==> config.mk <==
export PLATFORM = sky130hd
export DESIGN_NAME = rv_core
export DESIGN_NICKNAME = d
export VERILOG_FILES = /design/src/rv_pkg.sv /design/src/alu.sv /design/src/reg_file.sv /design/src/fetch_stage.sv /design/src/decode_stage.sv /design/src/execute_stage.sv /design/src/rv_core.sv
export SDC_FILE = /design/constraint.sdc
export NUM_CORES = 2
export LEC_CHECK = 0
export BUFFER_PORTS_ARGS = -buffer_cell sky130_fd_sc_hd__buf_2
export CORE_MARGIN = 2
export CORE_UTILIZATION = 55
export CTS_BUF_LIST = sky130_fd_sc_hd__clkbuf_4 sky130_fd_sc_hd__clkbuf_8
export CTS_CLUSTER_SIZE = 8
export DETAILED_ROUTE_END_ITERATION = 8
export PLACE_DENSITY = 0.79
export SYNTH_ARGS = -nofsm -noshare
export SYNTH_HDL_FRONTEND = slang
export SYNTH_HIERARCHICAL = 1
export SYNTH_SLANG_ARGS = --single-unit
==> constraint.sdc <==
create_clock -name clk -period 9.85 [get_ports clk]
set_clock_uncertainty 0.2 [all_clocks]
set_input_delay 1.4775 -clock clk [delete_from_list [all_inputs] [get_ports clk]]
set_output_delay 1.4775 -clock clk [all_outputs]
set_load 0.005 [all_outputs]
==> src/rv_pkg.sv <==
package rv_pkg;

    // ==========================================================
    // Basic constants
    // ==========================================================

    localparam int XLEN = 32;

    // addi x0,x0,0
    localparam logic [XLEN-1:0] NOP_WORD = 32'h0000_0013;

    // Only the opcodes this core executes
    typedef enum logic [6:0] {
        OP     = 7'b0110011,
        OP_IMM = 7'b0010011,
        LUI    = 7'b0110111,
        AUIPC  = 7'b0010111,
        BRANCH = 7'b1100011,
        JAL    = 7'b1101111,
        JALR   = 7'b1100111
    } opcode_e;

    // Encoded as {funct7[5], funct3} so decode is a plain concatenation
    typedef enum logic [3:0] {
        ADD  = 4'b0000,
        SUB  = 4'b1000,
        SLL  = 4'b0001,
        SLT  = 4'b0010,
        SLTU = 4'b0011,
        XOR  = 4'b0100,
        SRL  = 4'b0101,
        SRA  = 4'b1101,
        OR   = 4'b0110,
        AND  = 4'b0111
    } alu_op_e;

    // ==========================================================
    // Instruction formats
    // ==========================================================

    typedef struct packed {
        logic [6:0] funct7;
        logic [4:0] rs2;
        logic [4:0] rs1;
        logic [2:0] funct3;
        logic [4:0] rd;
        opcode_e    opcode;
    } r_fmt_t;

    typedef struct packed {
        logic [11:0] imm_11_0;
        logic [4:0]  rs1;
        logic [2:0]  funct3;
        logic [4:0]  rd;
        opcode_e     opcode;
    } i_fmt_t;

    typedef struct packed {
        logic       imm_12;
        logic [5:0] imm_10_5;
        logic [4:0] rs2;
        logic [4:0] rs1;
        logic [2:0] funct3;
        logic [3:0] imm_4_1;
        logic       imm_11;
        opcode_e    opcode;
    } b_fmt_t;

    typedef struct packed {
        logic [19:0] imm_31_12;
        logic [4:0]  rd;
        opcode_e     opcode;
    } u_fmt_t;

    typedef struct packed {
        logic       imm_20;
        logic [9:0] imm_10_1;
        logic       imm_11;
        logic [7:0] imm_19_12;
        logic [4:0] rd;
        opcode_e    opcode;
    } j_fmt_t;

    // One word, five views
    typedef union packed {
        r_fmt_t r;
        i_fmt_t i;
        b_fmt_t b;
        u_fmt_t u;
        j_fmt_t j;
    } instr_t;

    // ==========================================================
    // Pipeline payloads
    // ==========================================================

    typedef struct packed {
        logic    reg_write;
        logic    alu_src;      // Operand B from immediate
        logic    auipc;
        logic    lui;
        logic    branch;
        logic    jal;
        logic    jalr;
        alu_op_e alu_op;
    } ctrl_t;

    typedef struct packed {
        logic [XLEN-1:0] pc;
        logic [XLEN-1:0] pc_plus_4;
        instr_t          instr;
    } if_id_t;

    typedef struct packed {
        logic [XLEN-1:0] pc;
        logic [XLEN-1:0] pc_plus_4;
        logic [4:0]      rs1;
        logic [4:0]      rs2;
        logic [4:0]      rd;
        logic [2:0]      funct3;
        logic [XLEN-1:0] rdata1;
        logic [XLEN-1:0] rdata2;
        logic [XLEN-1:0] imm;
        ctrl_t           ctrl;
    } id_ex_t;

    typedef struct packed {
        logic            valid;
        logic [4:0]      rd;
        logic            reg_write;
        logic [XLEN-1:0] value;
        logic [XLEN-1:0] pc;
    } wb_t;

    typedef struct packed {
        logic            taken;
        logic [XLEN-1:0] target;
    } redirect_t;

endpackage

==> src/alu.sv <==
module alu (
    input  rv_pkg::alu_op_e op_i,
    input  logic [31:0]     a_i,
    input  logic [31:0]     b_i,
    output logic [31:0]     result_o
);

    logic [4:0] shamt;

    assign shamt = b_i[4:0];

    always_comb begin
        case (op_i)
            rv_pkg::ADD:  result_o = a_i + b_i;
            rv_pkg::SUB:  result_o = a_i - b_i;
            rv_pkg::SLL:  result_o = a_i << shamt;
            rv_pkg::SLT: begin
                result_o = {31'b0, $signed(a_i) < $signed(b_i)};
            end
            rv_pkg::SLTU: begin
                result_o = {31'b0, a_i < b_i};
            end
            rv_pkg::XOR:  result_o = a_i ^ b_i;
            rv_pkg::SRL:  result_o = a_i >> shamt;
            rv_pkg::SRA: begin
                result_o = $unsigned($signed(a_i) >>> shamt);  // Sign fill
            end
            rv_pkg::OR:   result_o = a_i | b_i;
            rv_pkg::AND:  result_o = a_i & b_i;
            default:      result_o = a_i + b_i;
        endcase
    end

endmodule

==> src/reg_file.sv <==
module reg_file (
    input  logic        clk,
    input  logic        rst_i,
    input  logic [4:0]  raddr1_i,
    input  logic [4:0]  raddr2_i,
    input  rv_pkg::wb_t wb_i,
    output logic [31:0] rdata1_o,
    output logic [31:0] rdata2_o
);

    logic [31:0] regs [1:31];  // x0 is not stored
    logic        we;

    // Decode already drops writes to x0
    assign we = wb_i.valid && wb_i.reg_write;

    always_ff @(posedge clk) begin
        if (rst_i) begin
            for (int i = 1; i < 32; i++) begin
                regs[i] <= '0;
            end
        end else if (we) begin
            regs[wb_i.rd] <= wb_i.value;
        end
    end

    // Read ports with write-through
    always_comb begin
        rdata1_o = '0;
        rdata2_o = '0;
        if (raddr1_i != 5'd0) begin
            rdata1_o = (we && wb_i.rd == raddr1_i) ? wb_i.value : regs[raddr1_i];
        end
        if (raddr2_i != 5'd0) begin
            rdata2_o = (we && wb_i.rd == raddr2_i) ? wb_i.value : regs[raddr2_i];
        end
    end

endmodule

==> src/fetch_stage.sv <==
module fetch_stage #(
    parameter logic [31:0] RESET_PC = 32'h0000_0000
)(
    input  logic              clk,
    input  logic              rst_i,
    input  rv_pkg::redirect_t redirect_i,
    output logic [31:0]       imem_addr_o,
    input  logic [31:0]       imem_data_i,
    output rv_pkg::if_id_t    if_id_o
);

    logic [31:0] pc;
    logic [31:0] pc_plus_4;
    logic [31:0] next_pc;

    assign pc_plus_4 = pc + 32'd4;
    assign next_pc   = redirect_i.taken ? redirect_i.target : pc_plus_4;

    always_ff @(posedge clk) begin
        if (rst_i) begin
            pc <= RESET_PC;
        end else begin
            pc <= next_pc;
        end
    end

    assign imem_addr_o = pc;  // Word is back before the next edge

    // ==========================================================
    // IF/ID register
    // ==========================================================

    always_ff @(posedge clk) begin
        if_id_o.pc        <= pc;
        if_id_o.pc_plus_4 <= pc_plus_4;
        if_id_o.instr     <= imem_data_i;
        if (rst_i || redirect_i.taken) begin
            if_id_o.instr <= rv_pkg::NOP_WORD;  // Squash the wrong-path fetch
        end
    end

endmodule

==> src/decode_stage.sv <==
module decode_stage (
    input  logic              clk,
    input  logic              rst_i,
    input  rv_pkg::if_id_t    if_id_i,
    input  rv_pkg::wb_t       wb_i,
    input  rv_pkg::redirect_t redirect_i,
    output rv_pkg::id_ex_t    id_ex_o
);

    rv_pkg::instr_t instr;
    rv_pkg::ctrl_t  ctrl;
    rv_pkg::id_ex_t id_ex_d;
    logic [31:0]    imm;
    logic [31:0]    rdata1;
    logic [31:0]    rdata2;

    assign instr = if_id_i.instr;

    reg_file reg_file_inst (
        .clk      (clk),
        .rst_i    (rst_i),
        .raddr1_i (instr.r.rs1),
        .raddr2_i (instr.r.rs2),
        .wb_i     (wb_i),
        .rdata1_o (rdata1),
        .rdata2_o (rdata2)
    );

    // ==========================================================
    // Control and immediate decode
    // ==========================================================

    always_comb begin
        ctrl        = '0;
        ctrl.alu_op = rv_pkg::ADD;
        imm         = '0;
        case (instr.r.opcode)
            rv_pkg::OP: begin
                ctrl.reg_write = 1'b1;
                ctrl.alu_op    = rv_pkg::alu_op_e'({instr.r.funct7[5], instr.r.funct3});
            end
            rv_pkg::OP_IMM: begin
                ctrl.reg_write = 1'b1;
                ctrl.alu_src   = 1'b1;
                // Bit 30 is immediate data except for SRAI
                ctrl.alu_op    = rv_pkg::alu_op_e'({
                    (instr.r.funct3 == 3'b101) & instr.r.funct7[5], instr.r.funct3});
                imm = {{20{instr.i.imm_11_0[11]}}, instr.i.imm_11_0};
            end
            rv_pkg::LUI: begin
                ctrl.reg_write = 1'b1;
                ctrl.lui       = 1'b1;
                imm = {instr.u.imm_31_12, 12'b0};
            end
            rv_pkg::AUIPC: begin
                ctrl.reg_write = 1'b1;
                ctrl.auipc     = 1'b1;  // PC + upper immediate through the ALU
                ctrl.alu_src   = 1'b1;
                imm = {instr.u.imm_31_12, 12'b0};
            end
            rv_pkg::BRANCH: begin
                ctrl.branch = 1'b1;
                imm = {{19{instr.b.imm_12}}, instr.b.imm_12, instr.b.imm_11,
                       instr.b.imm_10_5, instr.b.imm_4_1, 1'b0};
            end
            rv_pkg::JAL: begin
                ctrl.reg_write = 1'b1;
                ctrl.jal       = 1'b1;
                imm = {{11{instr.j.imm_20}}, instr.j.imm_20, instr.j.imm_19_12,
                       instr.j.imm_11, instr.j.imm_10_1, 1'b0};
            end
            rv_pkg::JALR: begin
                ctrl.reg_write = 1'b1;
                ctrl.jalr      = 1'b1;
                imm = {{20{instr.i.imm_11_0[11]}}, instr.i.imm_11_0};
            end
            default: ;  // Unknown opcodes behave as NOP
        endcase
        if (instr.r.rd == 5'd0) begin
            ctrl.reg_write = 1'b0;
        end
    end

    always_comb begin
        id_ex_d.pc        = if_id_i.pc;
        id_ex_d.pc_plus_4 = if_id_i.pc_plus_4;
        id_ex_d.rs1       = instr.r.rs1;
        id_ex_d.rs2       = instr.r.rs2;
        id_ex_d.rd        = instr.r.rd;
        id_ex_d.funct3    = instr.r.funct3;
        id_ex_d.rdata1    = rdata1;
        id_ex_d.rdata2    = rdata2;
        id_ex_d.imm       = imm;
        id_ex_d.ctrl      = ctrl;
    end

    // ==========================================================
    // ID/EX register
    // ==========================================================

    always_ff @(posedge clk) begin
        id_ex_o <= id_ex_d;
        if (rst_i || redirect_i.taken) begin
            id_ex_o.ctrl <= '0;  // Bubble
        end
    end

endmodule

==> src/execute_stage.sv <==
module execute_stage (
    input  logic              clk,
    input  logic              rst_i,
    input  rv_pkg::id_ex_t    id_ex_i,
    output rv_pkg::redirect_t redirect_o,
    output rv_pkg::wb_t       wb_o
);

    rv_pkg::ctrl_t ctrl;
    logic [31:0]   rs1_val;
    logic [31:0]   rs2_val;
    logic [31:0]   op_a;
    logic [31:0]   op_b;
    logic [31:0]   alu_result;
    logic [31:0]   jump_base;
    logic [31:0]   jump_sum;
    logic [31:0]   result;
    logic          branch_cond;

    assign ctrl = id_ex_i.ctrl;

    // ==========================================================
    // Forwarding from write-back
    // ==========================================================

    assign rs1_val = (wb_o.valid && wb_o.reg_write && wb_o.rd == id_ex_i.rs1)
                   ? wb_o.value : id_ex_i.rdata1;
    assign rs2_val = (wb_o.valid && wb_o.reg_write && wb_o.rd == id_ex_i.rs2)
                   ? wb_o.value : id_ex_i.rdata2;

    assign op_a = ctrl.auipc   ? id_ex_i.pc  : rs1_val;
    assign op_b = ctrl.alu_src ? id_ex_i.imm : rs2_val;

    alu alu_inst (
        .op_i     (ctrl.alu_op),
        .a_i      (op_a),
        .b_i      (op_b),
        .result_o (alu_result)
    );

    // ==========================================================
    // Branch and jump resolution
    // ==========================================================

    always_comb begin
        case (id_ex_i.funct3)
            3'b000:  branch_cond = rs1_val == rs2_val;                    // BEQ
            3'b001:  branch_cond = rs1_val != rs2_val;                    // BNE
            3'b100:  branch_cond = $signed(rs1_val) < $signed(rs2_val);   // BLT
            3'b101:  branch_cond = $signed(rs1_val) >= $signed(rs2_val);  // BGE
            3'b110:  branch_cond = rs1_val < rs2_val;                     // BLTU
            3'b111:  branch_cond = rs1_val >= rs2_val;                    // BGEU
            default: branch_cond = 1'b0;
        endcase
    end

    assign jump_base = ctrl.jalr ? rs1_val : id_ex_i.pc;
    assign jump_sum  = jump_base + id_ex_i.imm;

    assign redirect_o.taken  = (ctrl.branch && branch_cond) || ctrl.jal || ctrl.jalr;
    assign redirect_o.target = {jump_sum[31:1], jump_sum[0] & ~ctrl.jalr};

    // Link value for jumps, upper immediate for LUI
    assign result = ctrl.lui                ? id_ex_i.imm       :
                    (ctrl.jal || ctrl.jalr) ? id_ex_i.pc_plus_4 :
                                              alu_result;

    // ==========================================================
    // EX/WB register
    // ==========================================================

    always_ff @(posedge clk) begin
        if (rst_i) begin
            wb_o.valid     <= 1'b0;
            wb_o.reg_write <= 1'b0;
        end else begin
            wb_o.valid     <= ctrl.reg_write;
            wb_o.reg_write <= ctrl.reg_write;
        end
        wb_o.rd    <= id_ex_i.rd;
        wb_o.value <= result;
        wb_o.pc    <= id_ex_i.pc;
    end

endmodule

==> src/rv_core.sv <==
module rv_core #(
    parameter logic [31:0] RESET_PC = 32'h0000_0000
)(
    input  logic        clk,
    input  logic        rst_i,
    output logic [31:0] imem_addr_o,
    input  logic [31:0] imem_data_i,
    output logic        retire_valid_o,
    output logic [31:0] retire_pc_o,
    output logic [4:0]  retire_rd_o,
    output logic [31:0] retire_value_o
);

    rv_pkg::if_id_t    if_id;
    rv_pkg::id_ex_t    id_ex;
    rv_pkg::redirect_t redirect;
    rv_pkg::wb_t       wb;

    fetch_stage #(
        .RESET_PC (RESET_PC)
    ) fetch_inst (
        .clk         (clk),
        .rst_i       (rst_i),
        .redirect_i  (redirect),
        .imem_addr_o (imem_addr_o),
        .imem_data_i (imem_data_i),
        .if_id_o     (if_id)
    );

    decode_stage decode_inst (
        .clk        (clk),
        .rst_i      (rst_i),
        .if_id_i    (if_id),
        .wb_i       (wb),
        .redirect_i (redirect),
        .id_ex_o    (id_ex)
    );

    execute_stage execute_inst (
        .clk        (clk),
        .rst_i      (rst_i),
        .id_ex_i    (id_ex),
        .redirect_o (redirect),
        .wb_o       (wb)
    );

    // Retire trace straight off the write-back register
    assign retire_valid_o = wb.valid;
    assign retire_pc_o    = wb.pc;
    assign retire_rd_o    = wb.rd;
    assign retire_value_o = wb.value;

endmodule

* Yosys cells after proc, flatten, opt, wreduce, memory -nomap -nowiden *
Memories as Yosys holds them, arrays and structs flattened. A register that Yosys moved wholly into a read port is not among the register bits.
Index checks and enable logic that the tools add are counted.

word-level totals
  register bits after elaboration = 387
  bits in writable memories = 992
  output and inout port bits = 102
  logic and storage cells = 123
  memories kept = 1

memories
  name                            words  bits a word  read ports  clocked after memory_dff  write ports  RTL line        text
  decode_inst.reg_file_inst.regs  31     32           2           2                         31           reg_file.sv:11  logic [31:0] regs [1:31];

cells by class
  add/sub/neg operators = 4
  order comparisons = 6
  equality and inequality tests = 28
  shift operators = 3
  multiplexer cells = 31
  bitwise operators = 6
  reductions and logical operators = 19

operator list
  kind                   number
  $mux 32                11
  $pmux 32 s9            1
  $lt 32x32->1           4
  $pmux 32 s4            1
  $add 32x32->32         2
  $ge 32x32->1           2
  $add 32x3->32 const B  1
  $and 32x32->32         1
  $eq 32x32->1           1
  $ne 32x32->1           1
  $or 32x32->32          1
  $reduce_or 32->1       1
  $shl 32x5->32          1
  $shr 32x5->32          1
  $sshr 32x5->32         1
  $sub 32x32->32         1
  $xor 32x32->32         1
  $eq 7x7->1 const B     3
  $eq 5x5->1             4
  $eq 4x3->1 const B     4
  $eq 3x3->1 const B     5
  $mux 5                 3
  $eq 7x5->1 const B     2
  $eq 7x6->1 const B     2
  other kinds (16)       42

* Longest topological paths before layout *
  depth in word-level cells = 10
  gate-level depth with buffers = 25
  gate-level depth less buffers = 20

* Cells and area by module *
The synthesis kept the hierarchy.

modules (own cells, without submodules)
  module         times used  cells an instance  area each (µm²)
  reg_file       1           3797               55383.1
  alu            1           1276               8962.3
  execute_stage  1           695                6401.1
  decode_stage   1           278                4406.7
  fetch_stage    1           367                4055.1

* Worst setup path after synthesis *
Ideal clock, no wire load.

  kind = flip-flop to flip-flop
  start = register execute_inst/wb_o[66] in the netlist's numbering
  end = register execute_inst/wb_o[51] in the netlist's numbering
  setup time = 0.128 ns
  data arrival time = 5.093 ns
  required time = 9.522 ns
  slack = 4.428 ns
  cell stages (with the launch flop) = 25
  buffers on the path = 7
  period minus slack after synthesis = 5.422 ns
  cell sequence = dfxtp_1 -> xor2_1 -> nor4_1 -> and3_1 -> clkbuf_1 -> buf_2 -> mux2i_1 -> mux2i_1 -> buf_2 -> inv_2 -> buf_2 -> buf_2 -> buf_2 -> ha_1 -> buf_2 -> nor4_2 -> o31a_2 -> o21ai_2 -> o31a_2 -> nor2_2 -> a211oi_2 -> a221o_1 -> a221o_1 -> mux2i_1 -> o21ai_0

between the ends
  longest elaborated chain between the ends = 8

ends and longest elaborated chain
  element                                 RTL line              text
  start, declared                         execute_stage.sv:6    output rv_pkg::wb_t wb_o
  $eq 5x5->1 *                            execute_stage.sv:28   assign rs2_val = (wb_o.valid && wb_o.reg_write && wb_o.rd == id_ex_i.rs2)
  $logic_and 1x1->1 *                     execute_stage.sv:28
  $mux 32 *                               execute_stage.sv:29   ? wb_o.value : id_ex_i.rdata2;
  $mux 32 *                               execute_stage.sv:32   assign op_b = ctrl.alu_src ? id_ex_i.imm : rs2_val;
  via execute_inst.op_b[2]                execute_stage.sv:13   logic [31:0] op_b;
  $add 32x32->32 (tied with other cells)  alu.sv:14, alu.sv:30
  $pmux 32 s9 *                           alu.sv:13             case (op_i)
  via execute_inst.alu_result[19]         execute_stage.sv:14   logic [31:0] alu_result;
  $mux 32 *                               execute_stage.sv:65   (ctrl.jal || ctrl.jalr) ? id_ex_i.pc_plus_4 :
  $mux 32 *                               execute_stage.sv:64   assign result = ctrl.lui ? id_ex_i.imm :
  via execute_inst.result[19]             execute_stage.sv:17   logic [31:0] result;

Mark *: on every way through the listed nets, which the timed path passes. The rest lies on a longest branch.
A chain may end at the register's enable or synchronous reset.

==> impl_metrics.env <==
export IMPL_netSwitchingFraction_pct=33.5
export IMPL_r2r_cells=19
export IMPL_cp_start_kind="flip-flop"
export IMPL_clkSinkCount=1409
export IMPL_cts_hold_buf=0
export IMPL_setup_tns_ns=0
export IMPL_gp_congestion=1.01
export IMPL_clkPwrFrac_pct=31.3
export IMPL_die_h_um=383
export IMPL_dieArea_um2=147000
export IMPL_core_um2=143000
export IMPL_reg2reg_slack_ns=3.33
export IMPL_cp_end_kind="flip-flop"
export IMPL_path_cells="xor2_1 > nor4_1 > and3_1 > buf_4 > mux2_2 > ha_1 > nor2b_1 > o21a_1 > o21ai_0 > a21oi_1 > o31a_1 > o21ai_0 > a21oi_1 > a41oi_1 > a41o_1 > buf_4 > clkinv_1 > and4_1 > nor4_1"
export IMPL_antenna_found_initial=23
export IMPL_via_per_inst=7.04
export IMPL_post_drt_wl_per_cell_um=34.0
export IMPL_violations="capacitance limit"
export IMPL_fin_crit_ns=6.52
export IMPL_filler_cell_count=11294
export IMPL_r2r_start="execute_inst/wb_o[68]"
export IMPL_cts_htree_levels=4
export IMPL_max_stage_delay_ns=0.85
export IMPL_internal_power_mw=10.3
export IMPL_core_rowCount=139
export IMPL_status="finished, violations left"
export IMPL_min_to="decode_inst/id_ex_o[186]"
export IMPL_seqPwrFrac_pct=44.6
export IMPL_post_route_worst_setup_slack_ns=3.33
export IMPL_synth_top_cell_by_area="edfxtp_1"
export IMPL_rsz0062_at_grt="no"
export IMPL_synth_seq_cells=1409
export IMPL_clock_latency_ns=0.99
export IMPL_syn_area_um2=79200
export IMPL_power_switching_mw=5.18
export IMPL_crit_slowest_cell="clkinv_1"
export IMPL_numCtsBuffers=214
export IMPL_pwr_share_comb_pct=24.1
export IMPL_drt_total_wl_um=286000
export IMPL_ios=136
export IMPL_regArea_um2=38500
export IMPL_worstMarginPinSlew_ns=1.45
export IMPL_path_max_fanout=43
export IMPL_start_util_pct=55.3
export IMPL_yosys_most_used_dff="edfxtp_1"
export IMPL_required_ns=10.51
export IMPL_synth_area_per_cell_um2=12.4
export IMPL_worstHoldPathCells=0
export IMPL_yosys_top_cells_area="edfxtp_1 39%, mux4_2 11%, dfxtp_1 9.7%"
export IMPL_cts_tree="done"
export IMPL_root_buffer="clkbuf_8"
export IMPL_yosysWarnings=6
export IMPL_cp_arrival_ns=7.18
export IMPL_setup_viol=0
export IMPL_r2r_end="fetch_inst/imem_addr_o[27]"
export IMPL_timing_final_crit_share_pct=66.2
export IMPL_seq_area_frac_synth_pct=48.6
export IMPL_cap_violations=1
export IMPL_portBuffers=135
export IMPL_final_antenna_net_count=0
export IMPL_syn_num_nets=6611
export IMPL_nets=6546
export IMPL_drive_above_1_share_pct=20.1
export IMPL_ir_worst_vdd_v=0.000161
export IMPL_dr_pass1_iters=8
export IMPL_area_growth_pct=7.31
export IMPL_synth_edf_count=1024
export IMPL_vias=59198
export IMPL_max_freq_ghz=0.153
export IMPL_grt_pass1_vias=56780
export IMPL_ys_top_cells_by_count="1043 x and2_1, 1024 x edfxtp_1, 431 x mux2i_1"
export IMPL_die_w_um=383
export IMPL_min_from="fetch_inst/if_id_o[93]"
export IMPL_multiInputGateArea_um2=37400
export IMPL_hold_path_class="flip-flop to flip-flop"
export IMPL_postCtsSetupBuffers=0
export IMPL_cts_resized=0
export IMPL_crit_type="flip-flop to flip-flop"
export IMPL_synth_cell_types=126
export IMPL_grt_pass1_wl_um=403000
export IMPL_p_leak_nw=31.9
export IMPL_crit_path_start="execute_inst/wb_o[68]"
export IMPL_grt_overflow_total=0
export IMPL_drc=0
export IMPL_dp_hpwl_um=189000
export IMPL_power_density_nw_per_um2=182
export IMPL_grtUsageTotal_pct=38.1
export IMPL_relSlewSlack_pct=0.317
export IMPL_grt_max_degree=105
export IMPL_first_iter_violations=9748
export IMPL_synthesis_instances=6413
export IMPL_hold_violations=0
export IMPL_clock_path_buffers=3
export IMPL_dp_slack_ns=3.52
export IMPL_post_synth_top_count_cell="and2_1"
export IMPL_slew_viol_final=0
export IMPL_clk_pin_slew_ns=0.06
export IMPL_synthDominantCellAreaShare_pct=38.8
export IMPL_async_flop_share_pct=0
==> worst max-delay path by stage <==
stage / depth (start not counted) / endpoint / slack [ns]
2_1_floorplan: 24 / execute_inst/wb_o[51] / 4.43
3_3_place_gp: 18 / fetch_inst/imem_addr_o[27] / 3.49
3_5_place_dp: 19 / fetch_inst/imem_addr_o[27] / 3.52
4_1_cts: 19 / fetch_inst/imem_addr_o[27] / 3.52
5_1_grt: 18 / fetch_inst/imem_addr_o[27] / 2.84
6_report: 19 / fetch_inst/imem_addr_o[27] / 3.33
==> registers in the layout, summed over array words and instances, names as in the netlist <==
name                            cells
fetch_inst/imem_addr_o             32
execute_inst/wb_o                  70
decode_inst/id_ex_o               189
decode_inst/reg_file_inst/regs   1024
fetch_inst/if_id_o                 94
==> per-layer routing <==
layer  global-route usage [%]  up-vias  routed length [µm]
met4                     20.5       18               18600
met1                     49.0    29485              101000
li1                         -    24098                   -
met2                     57.5     4609              126000
met5                    0.682        -                 246
met3                     12.2      988               40000
==> kinds of logic after synthesis <==
logic type      share of synthesized area (%)
compound gates                           10.8
xor+xnor                                0.851
simple gates                             13.3
flops                                    48.6
buf+inv                                  4.52
fa+ha+maj                                2.62
mux                                      19.4
==> critical path, delay by kind of cell, from the launching register on <==
| kind | cells | cell delay (ns) |
|---|---|---|
| flops | 1 | 0.67 |
| compound gates | 8 | 1.68 |
| simple gates | 5 | 1.26 |
| fa+ha+maj | 1 | 0.29 |
| mux | 1 | 0.43 |
| xor+xnor | 1 | 0.13 |
| buf+inv | 3 | 1.70 |
==> through the flow <==
step / instances / util (%) / hold WS, ns / power [mW] / cell area [µm²]
after floorplan: 6413 / - / 0.110 / 9.05 / 79200
after global placement: 8035 / 56.4 / 0.110 / 10.5 / 80800
after detailed placement: 8035 / 56.4 / 0.112 / 10.5 / 80800
after CTS: 8395 / 59.3 / 0.118 / 15.2 / 85000
after global routing: 8397 / 59.3 / 0.125 / 15.8 / 85000
final: 8410 / 59.3 / 0.122 / 15.4 / 85000
==> layout by cell type (no fill, tap or decap), types with 193 or more instances in the layout <==
master    netlist  layout
a21oi_1       233     233
and2_1       1043    1042
clkbuf_8       10     224
dfxtp_1       385     371
edfxtp_1     1024    1024
mux2i_1       431     427
mux4_2        378     378
nand2_1       193     193
nor2_1        244     208
o21ai_0       208     208
==> final cells by class <==
type	count	area share, %
inverters	171	0.755
flip-flops and latches	1409	45.3
multi-input cells	4261	44.0
well taps	1903	2.80
clock buffers	318	4.46
repair buffers	291	2.26
clock inverters	42	0.434
diodes	15	0.0442
==> power by group through the flow <==
stage	Clock [mW]	Sequential, mW	Combinational, mW
global route	5.08	6.89	3.81
detailed placement	0	6.99	3.53
global placement	0	6.97	3.49
CTS	4.84	6.87	3.54
floorplan	0	6.91	2.13
finish	4.84	6.89	3.72
(Power assumes the default switching activity.)
